<file path="src/stream_buffer_params.svh">
`ifndef STREAM_BUFFER_PARAMS_SVH
`define STREAM_BUFFER_PARAMS_SVH

// Width of one stream byte.
`define SB_BYTE_W 8

// Number of words the FIFO holds.
`define SB_FIFO_DEPTH 8

// Read and write pointer width is log2 of the depth.
`define SB_PTR_W 3

// Occupancy at or above which almost_full is raised.
`define SB_AFULL_LEVEL 6

// Occupancy at or below which almost_empty is raised.
`define SB_AEMPTY_LEVEL 1

`endif

</file>
<file path="src/stream_buffer_pkg.sv">
`default_nettype none

`include "stream_buffer_params.svh"

package stream_buffer_pkg;

    typedef logic [`SB_BYTE_W-1:0] byte_t;

    // First byte of a pair sits in the upper half.
    typedef logic [2*`SB_BYTE_W-1:0] word_t;

    typedef logic [`SB_PTR_W-1:0] ptr_t;

    // One bit wider than the pointer so a full FIFO can be counted.
    typedef logic [`SB_PTR_W:0] count_t;

    typedef enum logic [1:0] {
        idle  = 2'd0,
        fetch = 2'd1,
        high  = 2'd2,
        low   = 2'd3
    } unpack_state_t;

endpackage

`default_nettype wire

</file>
<file path="src/byte_packer.sv">
`timescale 1ns/1ns
`default_nettype none

module byte_packer (
    input  wire logic                     clk,
    input  wire logic                     rst_n,
    input  wire logic                     in_valid,
    input  wire stream_buffer_pkg::byte_t in_byte,
    output logic                          wr_en,
    output stream_buffer_pkg::word_t      wr_data
);

    // Low while waiting for the first byte of a pair.
    logic                     half;
    stream_buffer_pkg::byte_t first_byte;

    always_ff @(posedge clk or negedge rst_n) begin
        if (!rst_n) begin
            half <= 1'b0;
        end else if (in_valid) begin
            half <= ~half;
        end
    end

    // Write pulse follows the second byte by one cycle.
    always_ff @(posedge clk or negedge rst_n) begin
        if (!rst_n) begin
            wr_en <= 1'b0;
        end else begin
            wr_en <= in_valid && half;
        end
    end

    always_ff @(posedge clk) begin
        if (in_valid && !half) begin
            first_byte <= in_byte;
        end
    end

    always_ff @(posedge clk) begin
        if (in_valid && half) begin
            wr_data <= {first_byte, in_byte};
        end
    end

endmodule

`default_nettype wire

</file>
<file path="src/sync_fifo.sv">
`timescale 1ns/1ns
`default_nettype none

`include "stream_buffer_params.svh"

module sync_fifo (
    input  wire logic                     clk,
    input  wire logic                     rst_n,
    input  wire logic                     wr_en,
    input  wire stream_buffer_pkg::word_t wr_data,
    input  wire logic                     rd_en,
    output stream_buffer_pkg::word_t      rd_data,
    output logic                          full,
    output logic                          empty,
    output logic                          almost_full,
    output logic                          almost_empty,
    output logic                          overflow,
    output logic                          underflow
);

    localparam stream_buffer_pkg::ptr_t LAST_PTR =
        stream_buffer_pkg::ptr_t'(`SB_FIFO_DEPTH - 1);

    stream_buffer_pkg::word_t  mem [0:`SB_FIFO_DEPTH-1];
    stream_buffer_pkg::ptr_t   wr_ptr;
    stream_buffer_pkg::ptr_t   rd_ptr;
    stream_buffer_pkg::count_t count;

    logic wr_accept;
    logic rd_accept;

    assign wr_accept = wr_en && !full;
    assign rd_accept = rd_en && !empty;

    // Occupancy holds when a write and a read land together.
    always_ff @(posedge clk or negedge rst_n) begin
        if (!rst_n) begin
            count <= '0;
        end else begin
            case ({wr_accept, rd_accept})
                2'b10:   count <= count + 1'b1;
                2'b01:   count <= count - 1'b1;
                default: count <= count;
            endcase
        end
    end

    // Pointers only move, and wrap, on an accepted access.
    always_ff @(posedge clk or negedge rst_n) begin
        if (!rst_n) begin
            wr_ptr <= '0;
        end else if (wr_accept) begin
            wr_ptr <= (wr_ptr == LAST_PTR) ? '0 : wr_ptr + 1'b1;
        end
    end

    always_ff @(posedge clk or negedge rst_n) begin
        if (!rst_n) begin
            rd_ptr <= '0;
        end else if (rd_accept) begin
            rd_ptr <= (rd_ptr == LAST_PTR) ? '0 : rd_ptr + 1'b1;
        end
    end

    always_ff @(posedge clk) begin
        if (wr_accept) begin
            mem[wr_ptr] <= wr_data;
        end
    end

    // Read data is valid the cycle after rd_en.
    always_ff @(posedge clk) begin
        if (rd_accept) begin
            rd_data <= mem[rd_ptr];
        end
    end

    always_ff @(posedge clk or negedge rst_n) begin
        if (!rst_n) begin
            overflow <= 1'b0;
        end else if (wr_en && full) begin
            overflow <= 1'b1;
        end
    end

    always_ff @(posedge clk or negedge rst_n) begin
        if (!rst_n) begin
            underflow <= 1'b0;
        end else if (rd_en && empty) begin
            underflow <= 1'b1;
        end
    end

    assign full         = (count == stream_buffer_pkg::count_t'(`SB_FIFO_DEPTH));
    assign empty        = (count == '0);
    assign almost_full  = (count >= stream_buffer_pkg::count_t'(`SB_AFULL_LEVEL));
    assign almost_empty = (count <= stream_buffer_pkg::count_t'(`SB_AEMPTY_LEVEL));

endmodule

`default_nettype wire

</file>
<file path="src/byte_unpacker.sv">
`timescale 1ns/1ns
`default_nettype none

`include "stream_buffer_params.svh"

module byte_unpacker (
    input  wire logic                     clk,
    input  wire logic                     rst_n,
    input  wire logic                     empty,
    input  wire stream_buffer_pkg::word_t rd_data,
    input  wire logic                     out_take,
    output logic                          rd_en,
    output logic                          out_valid,
    output stream_buffer_pkg::byte_t      out_byte
);

    stream_buffer_pkg::unpack_state_t state;
    stream_buffer_pkg::unpack_state_t state_next;
    stream_buffer_pkg::word_t         word;

    always_comb begin
        state_next = state;
        case (state)
            stream_buffer_pkg::idle: begin
                if (!empty) begin
                    state_next = stream_buffer_pkg::fetch;
                end
            end
            stream_buffer_pkg::fetch: begin
                state_next = stream_buffer_pkg::high;
            end
            stream_buffer_pkg::high: begin
                if (out_take) begin
                    state_next = stream_buffer_pkg::low;
                end
            end
            stream_buffer_pkg::low: begin
                if (out_take) begin
                    state_next = stream_buffer_pkg::idle;
                end
            end
            default: begin
                state_next = stream_buffer_pkg::idle;
            end
        endcase
    end

    always_ff @(posedge clk or negedge rst_n) begin
        if (!rst_n) begin
            state <= stream_buffer_pkg::idle;
        end else begin
            state <= state_next;
        end
    end

    // FIFO read data lands during fetch.
    always_ff @(posedge clk) begin
        if (state == stream_buffer_pkg::fetch) begin
            word <= rd_data;
        end
    end

    assign rd_en     = (state == stream_buffer_pkg::idle) && !empty;
    assign out_valid = (state == stream_buffer_pkg::high) || (state == stream_buffer_pkg::low);

    // High byte first, then low byte.
    assign out_byte = (state == stream_buffer_pkg::low) ? word[`SB_BYTE_W-1:0]
                                                       : word[2*`SB_BYTE_W-1:`SB_BYTE_W];

endmodule

`default_nettype wire

</file>
<file path="src/stream_buffer_top.sv">
`timescale 1ns/1ns
`default_nettype none

module stream_buffer_top (
    input  wire logic                     clk,
    input  wire logic                     rst_n,
    input  wire logic                     in_valid,
    input  wire stream_buffer_pkg::byte_t in_byte,
    input  wire logic                     out_take,
    output logic                          out_valid,
    output stream_buffer_pkg::byte_t      out_byte,
    output logic                          fifo_full,
    output logic                          fifo_empty,
    output logic                          fifo_almost_full,
    output logic                          fifo_almost_empty,
    output logic                          overflow
);

    logic                     wr_en;
    stream_buffer_pkg::word_t wr_data;
    logic                     rd_en;
    stream_buffer_pkg::word_t rd_data;

    byte_packer byte_packer_i (
        .clk      (clk),
        .rst_n    (rst_n),
        .in_valid (in_valid),
        .in_byte  (in_byte),
        .wr_en    (wr_en),
        .wr_data  (wr_data)
    );

    // The unpacker never reads an empty FIFO, so underflow stays internal.
    sync_fifo sync_fifo_i (
        .clk          (clk),
        .rst_n        (rst_n),
        .wr_en        (wr_en),
        .wr_data      (wr_data),
        .rd_en        (rd_en),
        .rd_data      (rd_data),
        .full         (fifo_full),
        .empty        (fifo_empty),
        .almost_full  (fifo_almost_full),
        .almost_empty (fifo_almost_empty),
        .overflow     (overflow),
        .underflow    ()
    );

    byte_unpacker byte_unpacker_i (
        .clk       (clk),
        .rst_n     (rst_n),
        .empty     (fifo_empty),
        .rd_data   (rd_data),
        .out_take  (out_take),
        .rd_en     (rd_en),
        .out_valid (out_valid),
        .out_byte  (out_byte)
    );

endmodule

`default_nettype wire

</file>
<file path="config.mk">
export PLATFORM = sky130hd
export DESIGN_NAME = stream_buffer_top
export DESIGN_NICKNAME = d
export VERILOG_FILES = /design/src/stream_buffer_pkg.sv /design/src/byte_packer.sv /design/src/sync_fifo.sv /design/src/byte_unpacker.sv /design/src/stream_buffer_top.sv
export VERILOG_INCLUDE_DIRS = /design/src
export SDC_FILE = /design/constraint.sdc
export NUM_CORES = 1
export LEC_CHECK = 0
export BUFFER_PORTS_ARGS = -buffer_cell sky130_fd_sc_hd__buf_2
export CORE_MARGIN = 5
export CORE_UTILIZATION = 30
export CTS_CLUSTER_DIAMETER = 50
export DETAILED_ROUTE_END_ITERATION = 6
export RECOVER_POWER = 25
export SLEW_MARGIN = 15
export SYNTH_ARGS = -nofsm -noshare
export SYNTH_HDL_FRONTEND = slang
export SYNTH_SLANG_ARGS = --single-unit
export TNS_END_PERCENT = 50
</file>
<file path="constraint.sdc">
create_clock -name clk -period 3.4 [get_ports clk]
set_input_delay 0.34 -clock clk [delete_from_list [all_inputs] [get_ports clk]]
set_output_delay 0.34 -clock clk [all_outputs]
set_load 0.03 [all_outputs]
</file>
==> metrics.yaml, run 1 <==
run_status:
  outcome: "completed"
yosys:
  yosysWarningCount: 0
  async_flop_share_pct: 7.54
  synth-seq-area-share_pct: 77.6
  syn_inst: 338
  ys_types: 33
  syn_area_per_cell_um2: 22.5
  synth_nets: 364
  synth-edff-count: 184
  ys_ff_latch: 199
  ys.flop_type: "edfxtp_1"
  synth_area_um2: 7600
finish:
  final_cell_count_no_fill: 727
  fin_util_pct: 35.1
  final_cell_mix: "184 x edfxtp_1, 31 x mux2_2, 24 x mux4_1, 18 x buf_2, 17 x clkbuf_16"
  areaGrowthSynthToFinish_pct: 15.7
  drive_above_1_share_pct: 26.7
  layout_commonest_cell: "edfxtp_1"
  antenna_cells: 0
  fin_nets: 410
placed_design:
  dp_hpwl_mm: 7.54
  dp_cells: 694
  routabilityCongestion: 0.682
  port_buffers: 25
cts:
  path_clk_slew_ns: 0.07
  cts.sinks: 199
  clk_latency_ns: 0.43
  cts_buffers: 17
  cts_root_buf: "clkbuf_16"
  cts_tree: "built"
  cts_resized: 0
  htreeDepth: 4
  post_cts_buffers: 0
  clock_path_buffers: 2
routing:
  drc: 0
  drt-total-wl_mm: 12.6
  antenna_left: 0
  first_pass_iters: 4
  viasPerCell: 4.43
  first_iter_violations: 323
  vias: 3223
  wire_per_inst_um: 17.4
die:
  rows: 58
  core_area_um2: 25000
  initial_core_util_pct: 30.4
  die_width_um: 169
  io_pins: 26
  dieArea_um2: 28600
  die_height_um: 169
timing:
  max_freq_mhz: 403
  rsz0062_at_grt: "false"
  setup_viol: 0
  period_share_pct: 73.0
  hold_viol_final: 0
  slew_headroom_pct: 33.3
  tns_ns: 0
  whs_ns: 0.102
  worstMarginPinSlew_ns: 1.00
  report.final.slew_viol_count: 0
  finClkSkew_ns: 0.00781
  min_period_ns: 2.48
global_routing:
  overflow: 0
  grt_pass1_wl_mm: 19.6
  grt_use_total_pct: 9.20
  antenna_found_initial: 0
  grt_max_degree: 35
  grt_pass1_vias: 3393
critical_path:
  cp-end-kind: "flop"
  startpoint_type: "flop"
  cp.arrival_ns: 2.83
  path_max_fanout: 8
  cp.required_ns: 3.75
  path_class: "reg -> reg"
min_path:
  min_path_type: "in -> reg"
pwr:
  pwr_density_cell_nw_per_um2: 864
  p_leak_nw: 2.98
  p_total_mw: 7.60
  peakVddDrop_uv: 335
run:
  drv_cap: 0
-- state kept, by name, summed over array words and instances (netlist names), 2 cells and up --
register                  flops
byte_packer_i.wr_data        16
sync_fifo_i.mem             128
byte_unpacker_i.state         2
sync_fifo_i.count             4
sync_fifo_i.rd_data          16
byte_unpacker_i.word         16
sync_fifo_i.wr_ptr            3
sync_fifo_i.rd_ptr            3
byte_packer_i.first_byte      8
-- metrics by stage --
| step | instance area, um2 | setup WS (ns) |
|---|---|---|
| after floorplan | 7600 | 0.364 |
| after global placement | 8180 | 1.07 |
| after detailed placement | 8180 | 0.962 |
| after CTS | 8800 | 0.939 |
| after global routing | 8790 | 0.738 |
| final | 8790 | 0.917 |
-- metal layers --
metal	track usage (%)	vias up	routed length [um]
met5	0	-	0
met4	3.57	0	159
met3	2.52	14	372
met2	14.7	52	6190
met1	12.0	1676	5900
li1	-	1481	-
-- final timing paths --
check	slack, ns	depth (start not counted)	startpoint	end
max in group asynchronous	2.19	2	rst_n	sync_fifo_i.rd_ptr[0]
min in group asynchronous	0.60	2	rst_n	byte_packer_i.half
min reg2reg	0.42	0	sync_fifo_i.rd_data[3]	byte_unpacker_i.word[3]
min	0.10	1	in_byte[5]	byte_packer_i.first_byte[5]
max	0.92	8	sync_fifo_i.count[0]	sync_fifo_i.count[3]
max reg2reg	0.92	8	sync_fifo_i.count[0]	sync_fifo_i.count[3]
-- critical path, stage by stage (launching register included) --
cell	delay, ns
dfrtp_1	0.45
inv_1	0.12
ha_1	0.25
nand3b_1	0.16
nand2_1	0.31
ha_1	0.33
or4b_1	0.45
a21oi_1	0.18
xor2_1	0.16
-- Yosys cell counts, types with 2 or more instances --
| cell | number | area (um2) |
|---|---|---|
| edfxtp_1 | 184 | 5530 |
| mux2_2 | 31 | 349 |
| mux4_1 | 24 | 631 |
| dfrtp_1 | 15 | 375 |
| ha_1 | 14 | 175 |
| inv_1 | 8 | 30.0 |
| mux4_2 | 8 | 180 |
| nor2_1 | 8 | 30.0 |
| nor3_1 | 5 | 25.0 |
| buf_6 | 4 | 45.0 |
| clkbuf_1 | 4 | 15.0 |
| nand2b_1 | 4 | 25.0 |
| nand2_1 | 3 | 11.3 |
| o21ai_0 | 3 | 15.0 |
| xor2_1 | 3 | 26.3 |
| nor2b_1 | 2 | 12.5 |
| xnor2_1 | 2 | 17.5 |
-- logic make-up (layout without fill, tap and decap cells) --
kind of cell | Yosys count | count (layout) | share of synthesized area, %
DFF | 199 | 199 | 77.6
muxes | 64 | 64 | 15.4
xor gates and xnor gates | 5 | 5 | 0.576
AOI/OAI and AO/OA | 7 | 7 | 0.560
buffers and inverters | 19 | 78 | 1.37
and+or+nand+nor | 30 | 30 | 2.19
adders and majority gates | 14 | 14 | 2.30
-- area by class of cell --
type | count | area, um2
Sequential cell | 199 | 5900
Tap cell | 330 | 413
Multi-Input combinational cell | 120 | 1620
Fill cell | 2291 | 16200
Inverter | 8 | 30.0
Timing Repair Buffer | 38 | 216
Clock buffer | 17 | 425
Clock inverter | 15 | 184
-- timing repair --
item	in CTS	in global routing
endpoints found under the hold margin	15	0
setup endpoints to repair	0	0
hold buffers	1	0
-- power by group --
group	switching, mW	total, mW	internal (mW)
clock	0.918	2.04	1.12
sequential	0.238	3.58	3.34
combinational	1.10	1.98	0.876
Power figures use the tool's default switching activity.
==> run 2: changes to the inputs <==
--- a/config.mk
+++ b/config.mk
@@ -6,6 +6,7 @@
 export SDC_FILE = /design/constraint.sdc
 export NUM_CORES = 1
 export LEC_CHECK = 0
+export ABC_AREA = 1
 export BUFFER_PORTS_ARGS = -buffer_cell sky130_fd_sc_hd__buf_2
 export CORE_MARGIN = 5
 export CORE_UTILIZATION = 30
==> constraint.sdc (replaced) <==
create_clock -name clk -period 2.3 [get_ports clk]
set_input_delay 0.23 -clock clk [delete_from_list [all_inputs] [get_ports clk]]
set_output_delay 0.23 -clock clk [all_outputs]
set_load 0.03 [all_outputs]
==> run 2 against run 1 <==
Compared with the run above:
- utilization barely moved
- die area increased by 7.5%
- flip-flop and latch count is the same
- fmax up 23%
- routed wire length rose by 16%
- final cell count rose by 59%
- design area up 7.7%
- synthesized area grew 7.9%
- register-to-register slack worse by 0.64 ns
- clock skew rose by 0.0017 ns
- combinational power grew 79%
- first-iteration DRC count up 24%
==> metrics.yaml, run 2 <==
critical_path:
  critical-path-slowest-cell: "dfrtp_1"
  reg2regPathDepth: 8  # unchanged
  cp.arrival_ns: 2.14  # -0.69 ns
  path_max_fanout: 16  # +8
  cp_slowest_stage_delay_ns: 0.43  # -0.02 ns
  cp-end-kind: "flop"
  startpoint_type: "flop"
  path_class: "reg -> reg"
  worstPathCellList: "inv_1, ha_1, nand3_1, nand2_1, inv_1, nand2_1, nor2_1, buf_4"
  cp.required_ns: 2.42  # -1.33 ns
routing:
  viasPerCell: 4.11  # -7.3%
  wire_per_inst_um: 12.7  # -27%
  first_iter_violations: 401  # +24%
  drc: 0  # unchanged
  drt-total-wl_mm: 14.7  # +16%
  first_pass_iters: 4  # unchanged
  vias: 4757  # +48%
  antenna_left: 0  # unchanged
yosys:
  syn_inst: 758  # +120%
  ys.flop_type: "edfxtp_1"
  yosys.area.top_type: "edfxtp_1"
  synthTopCellsByArea: "edfxtp_1 67%, nand2_1 12%, nor2_1 6.5%"
  yosysMostFrequentCell: "nand2_1"
  synth_top_area_share_pct: 67.3  # -5.3 points
  synth-compound-area-share_pct: 0.518  # -0.041 points
  synth_nets: 784  # +120%
  ys_ff_latch: 199  # unchanged
  syn_area_per_cell_um2: 10.8  # -52%
  yosysWarningCount: 0  # unchanged
  ys_types: 19  # -42%
  synth_xor_area_share_pct: 0.427  # -0.15 points
  async_flop_share_pct: 7.54  # unchanged
  synth_area_um2: 8210  # +7.9%
  muxShareOfSynthArea_pct: 0  # -15 points
  synth_top_family_by_area: "simple AND/OR/NAND/NOR gates"
  synth-edff-count: 184  # unchanged
  synth-simple-area-share_pct: 19.4  # +17 points
  synth.top_cells.by_count: "267 x nand2_1, 184 x edfxtp_1, 141 x nor2_1"
  synthAdderAreaFrac_pct: 2.13  # -0.17 points
  synth-seq-area-share_pct: 71.9  # -5.7 points
finish:
  fillers: 2602  # +14%
  drive_above_1_share_pct: 8.94  # -18 points
  fin_nets: 830  # +100%
  largest_reg_flops: 128  # unchanged
  fin_util_pct: 35.2  # about the same
  final_cell_mix: "267 x nand2_1, 184 x edfxtp_1, 141 x nor2_1, 89 x inv_1, 20 x buf_2"
  regMostFlops: "sync_fifo_i.mem"
  antenna_cells: 0  # unchanged
  layout_commonest_cell: "nand2_1"
  areaGrowthSynthToFinish_pct: 15.5
timing:
  final.setup.worst_slack_ns: 0.278  # -0.639 ns
  period_share_pct: 87.9  # +15 points
  min_period_ns: 2.02  # -0.461 ns
  hold_viol_final: 0  # unchanged
  worstMarginPinSlew_ns: 0.923  # -0.0776 ns
  report.final.slew_viol_count: 0  # unchanged
  setup_viol: 0  # unchanged
  finClkSkew_ns: 0.00950  # +0.00169 ns
  max_freq_mhz: 494  # +23%
  whs_ns: 0.209  # +0.106 ns
  tns_ns: 0  # unchanged
  slew_headroom_pct: 38.4  # +5.2 points
  rsz0062_at_grt: "false"
die:
  initial_core_util_pct: 30.4  # +0.081 points
  rows: 60  # +3.4%
  core_area_um2: 27000  # +7.6%
  die_width_um: 175  # +3.7%
  die_height_um: 175  # +3.7%
  dieArea_um2: 30800  # +7.5%
  io_pins: 26  # unchanged
cts:
  cts_buffers: 17  # unchanged
  cts_tree: "built"
  clk_latency_ns: 0.43  # about the same
  post_cts_buffers: 0  # unchanged
  cts.sinks: 199  # unchanged
  path_clk_slew_ns: 0.07  # about the same
  clock_path_buffers: 2  # unchanged
  htreeDepth: 4  # unchanged
  cts_root_buf: "clkbuf_16"
  cts_resized: 0  # unchanged
pwr:
  peakVddDrop_uv: 598  # +78%
  p_leak_nw: 3.97  # +33%
  pwr_density_cell_nw_per_um2: 1260  # +46%
  p_total_mw: 11.9  # +57%
global_routing:
  overflow: 0  # unchanged
  grt_use_total_pct: 9.98  # +0.78 points
  antenna_found_initial: 0  # unchanged
  grt_pass1_wl_mm: 23.8  # +22%
  grt_pass1_vias: 4389  # +29%
  grt_max_degree: 65  # +86%
placed_design:
  dp_hpwl_mm: 10.0  # +33%
  place_ws_ns: 0.276  # -0.686 ns
  port_buffers: 25  # unchanged
  routabilityCongestion: 0.772  # +13%
min_path:
  hold_depth: 5  # +4
  min_path_type: "in -> reg"
run_status:
  outcome: "completed"
run:
  drv_cap: 0  # unchanged
-- run 2: layout make-up --
cell class | count | area, um2 | share of cell area, %
inverters | 89 | 334 | 3.53
well taps | 341 | 427 | 4.50
clock buffers | 18 | 429 | 4.53
clock inverters | 14 | 149 | 1.57
flip-flops and latches | 199 | 5900 | 62.3
multi-input cells | 445 | 1840 | 19.5
repair buffers | 52 | 387 | 4.08
-- run 2: cells by family (layout without fill, tap and decap cells) --
kind of cell               Yosys count  after routing
AOI/OAI and AO/OA                    8              8
and+or+nand+nor                    419            419
adders and majority gates           14             14
DFF                                199            199
xor gates and xnor gates             4              4
buffers and inverters              114            173
-- run 2: final timing paths --
check                           slack, ns                         to                         from
worst min-delay path                 0.21   byte_unpacker_i.state[1]                     out_take
max in group asynchronous            1.17      sync_fifo_i.rd_ptr[0]                        rst_n
worst max register to register       0.28      sync_fifo_i.mem[6][6]         sync_fifo_i.count[0]
worst max-delay path                 0.28      sync_fifo_i.mem[6][6]         sync_fifo_i.count[0]
min in group asynchronous            0.45        byte_packer_i.wr_en                        rst_n
worst min register to register       0.42  byte_packer_i.wr_data[13]  byte_packer_i.first_byte[5]
-- run 2: worst max-delay path: cells and delay by family, from the launching register on --
| family | cells | cell delay, ns |
|---|---|---|
| adder cells (fa/ha/maj) | 1 | 0.23 |
| flip-flops | 1 | 0.43 |
| AND/OR/NAND/NOR | 4 | 0.49 |
| buffers and inverters | 3 | 0.54 |
-- run 2: where the power goes --
group	internal [mW]	switching, mW	leakage [nW]
clock network	1.61	1.29	0.285
logic	1.15	2.40	1.82
registers	4.96	0.506	1.86
total	7.72	4.19	3.97
-- run 2: routing by layer --
metal / global-route usage, % / wire length [um] / vias up
li1: - / - / 2486
met1: 14.8 / 7440 / 2174
met2: 14.0 / 6230 / 84
met3: 2.60 / 784 / 13
met4: 3.60 / 202 / 0
met5: 0 / 0 / -
-- run 2: what timing repair did --
action / in CTS / in global routing
hold buffers: 10 / 0
endpoints found under the hold margin: 32 / 0
setup endpoints to repair: 0 / 0
-- run 2: stage by stage --
step | area [um2] | std cells
finish | 9470 | 1158
global route | 9470 | 1158
floorplan | 8210 | 758
global placement | 8800 | 1116
detailed placement | 8800 | 1116
CTS | 9480 | 1158
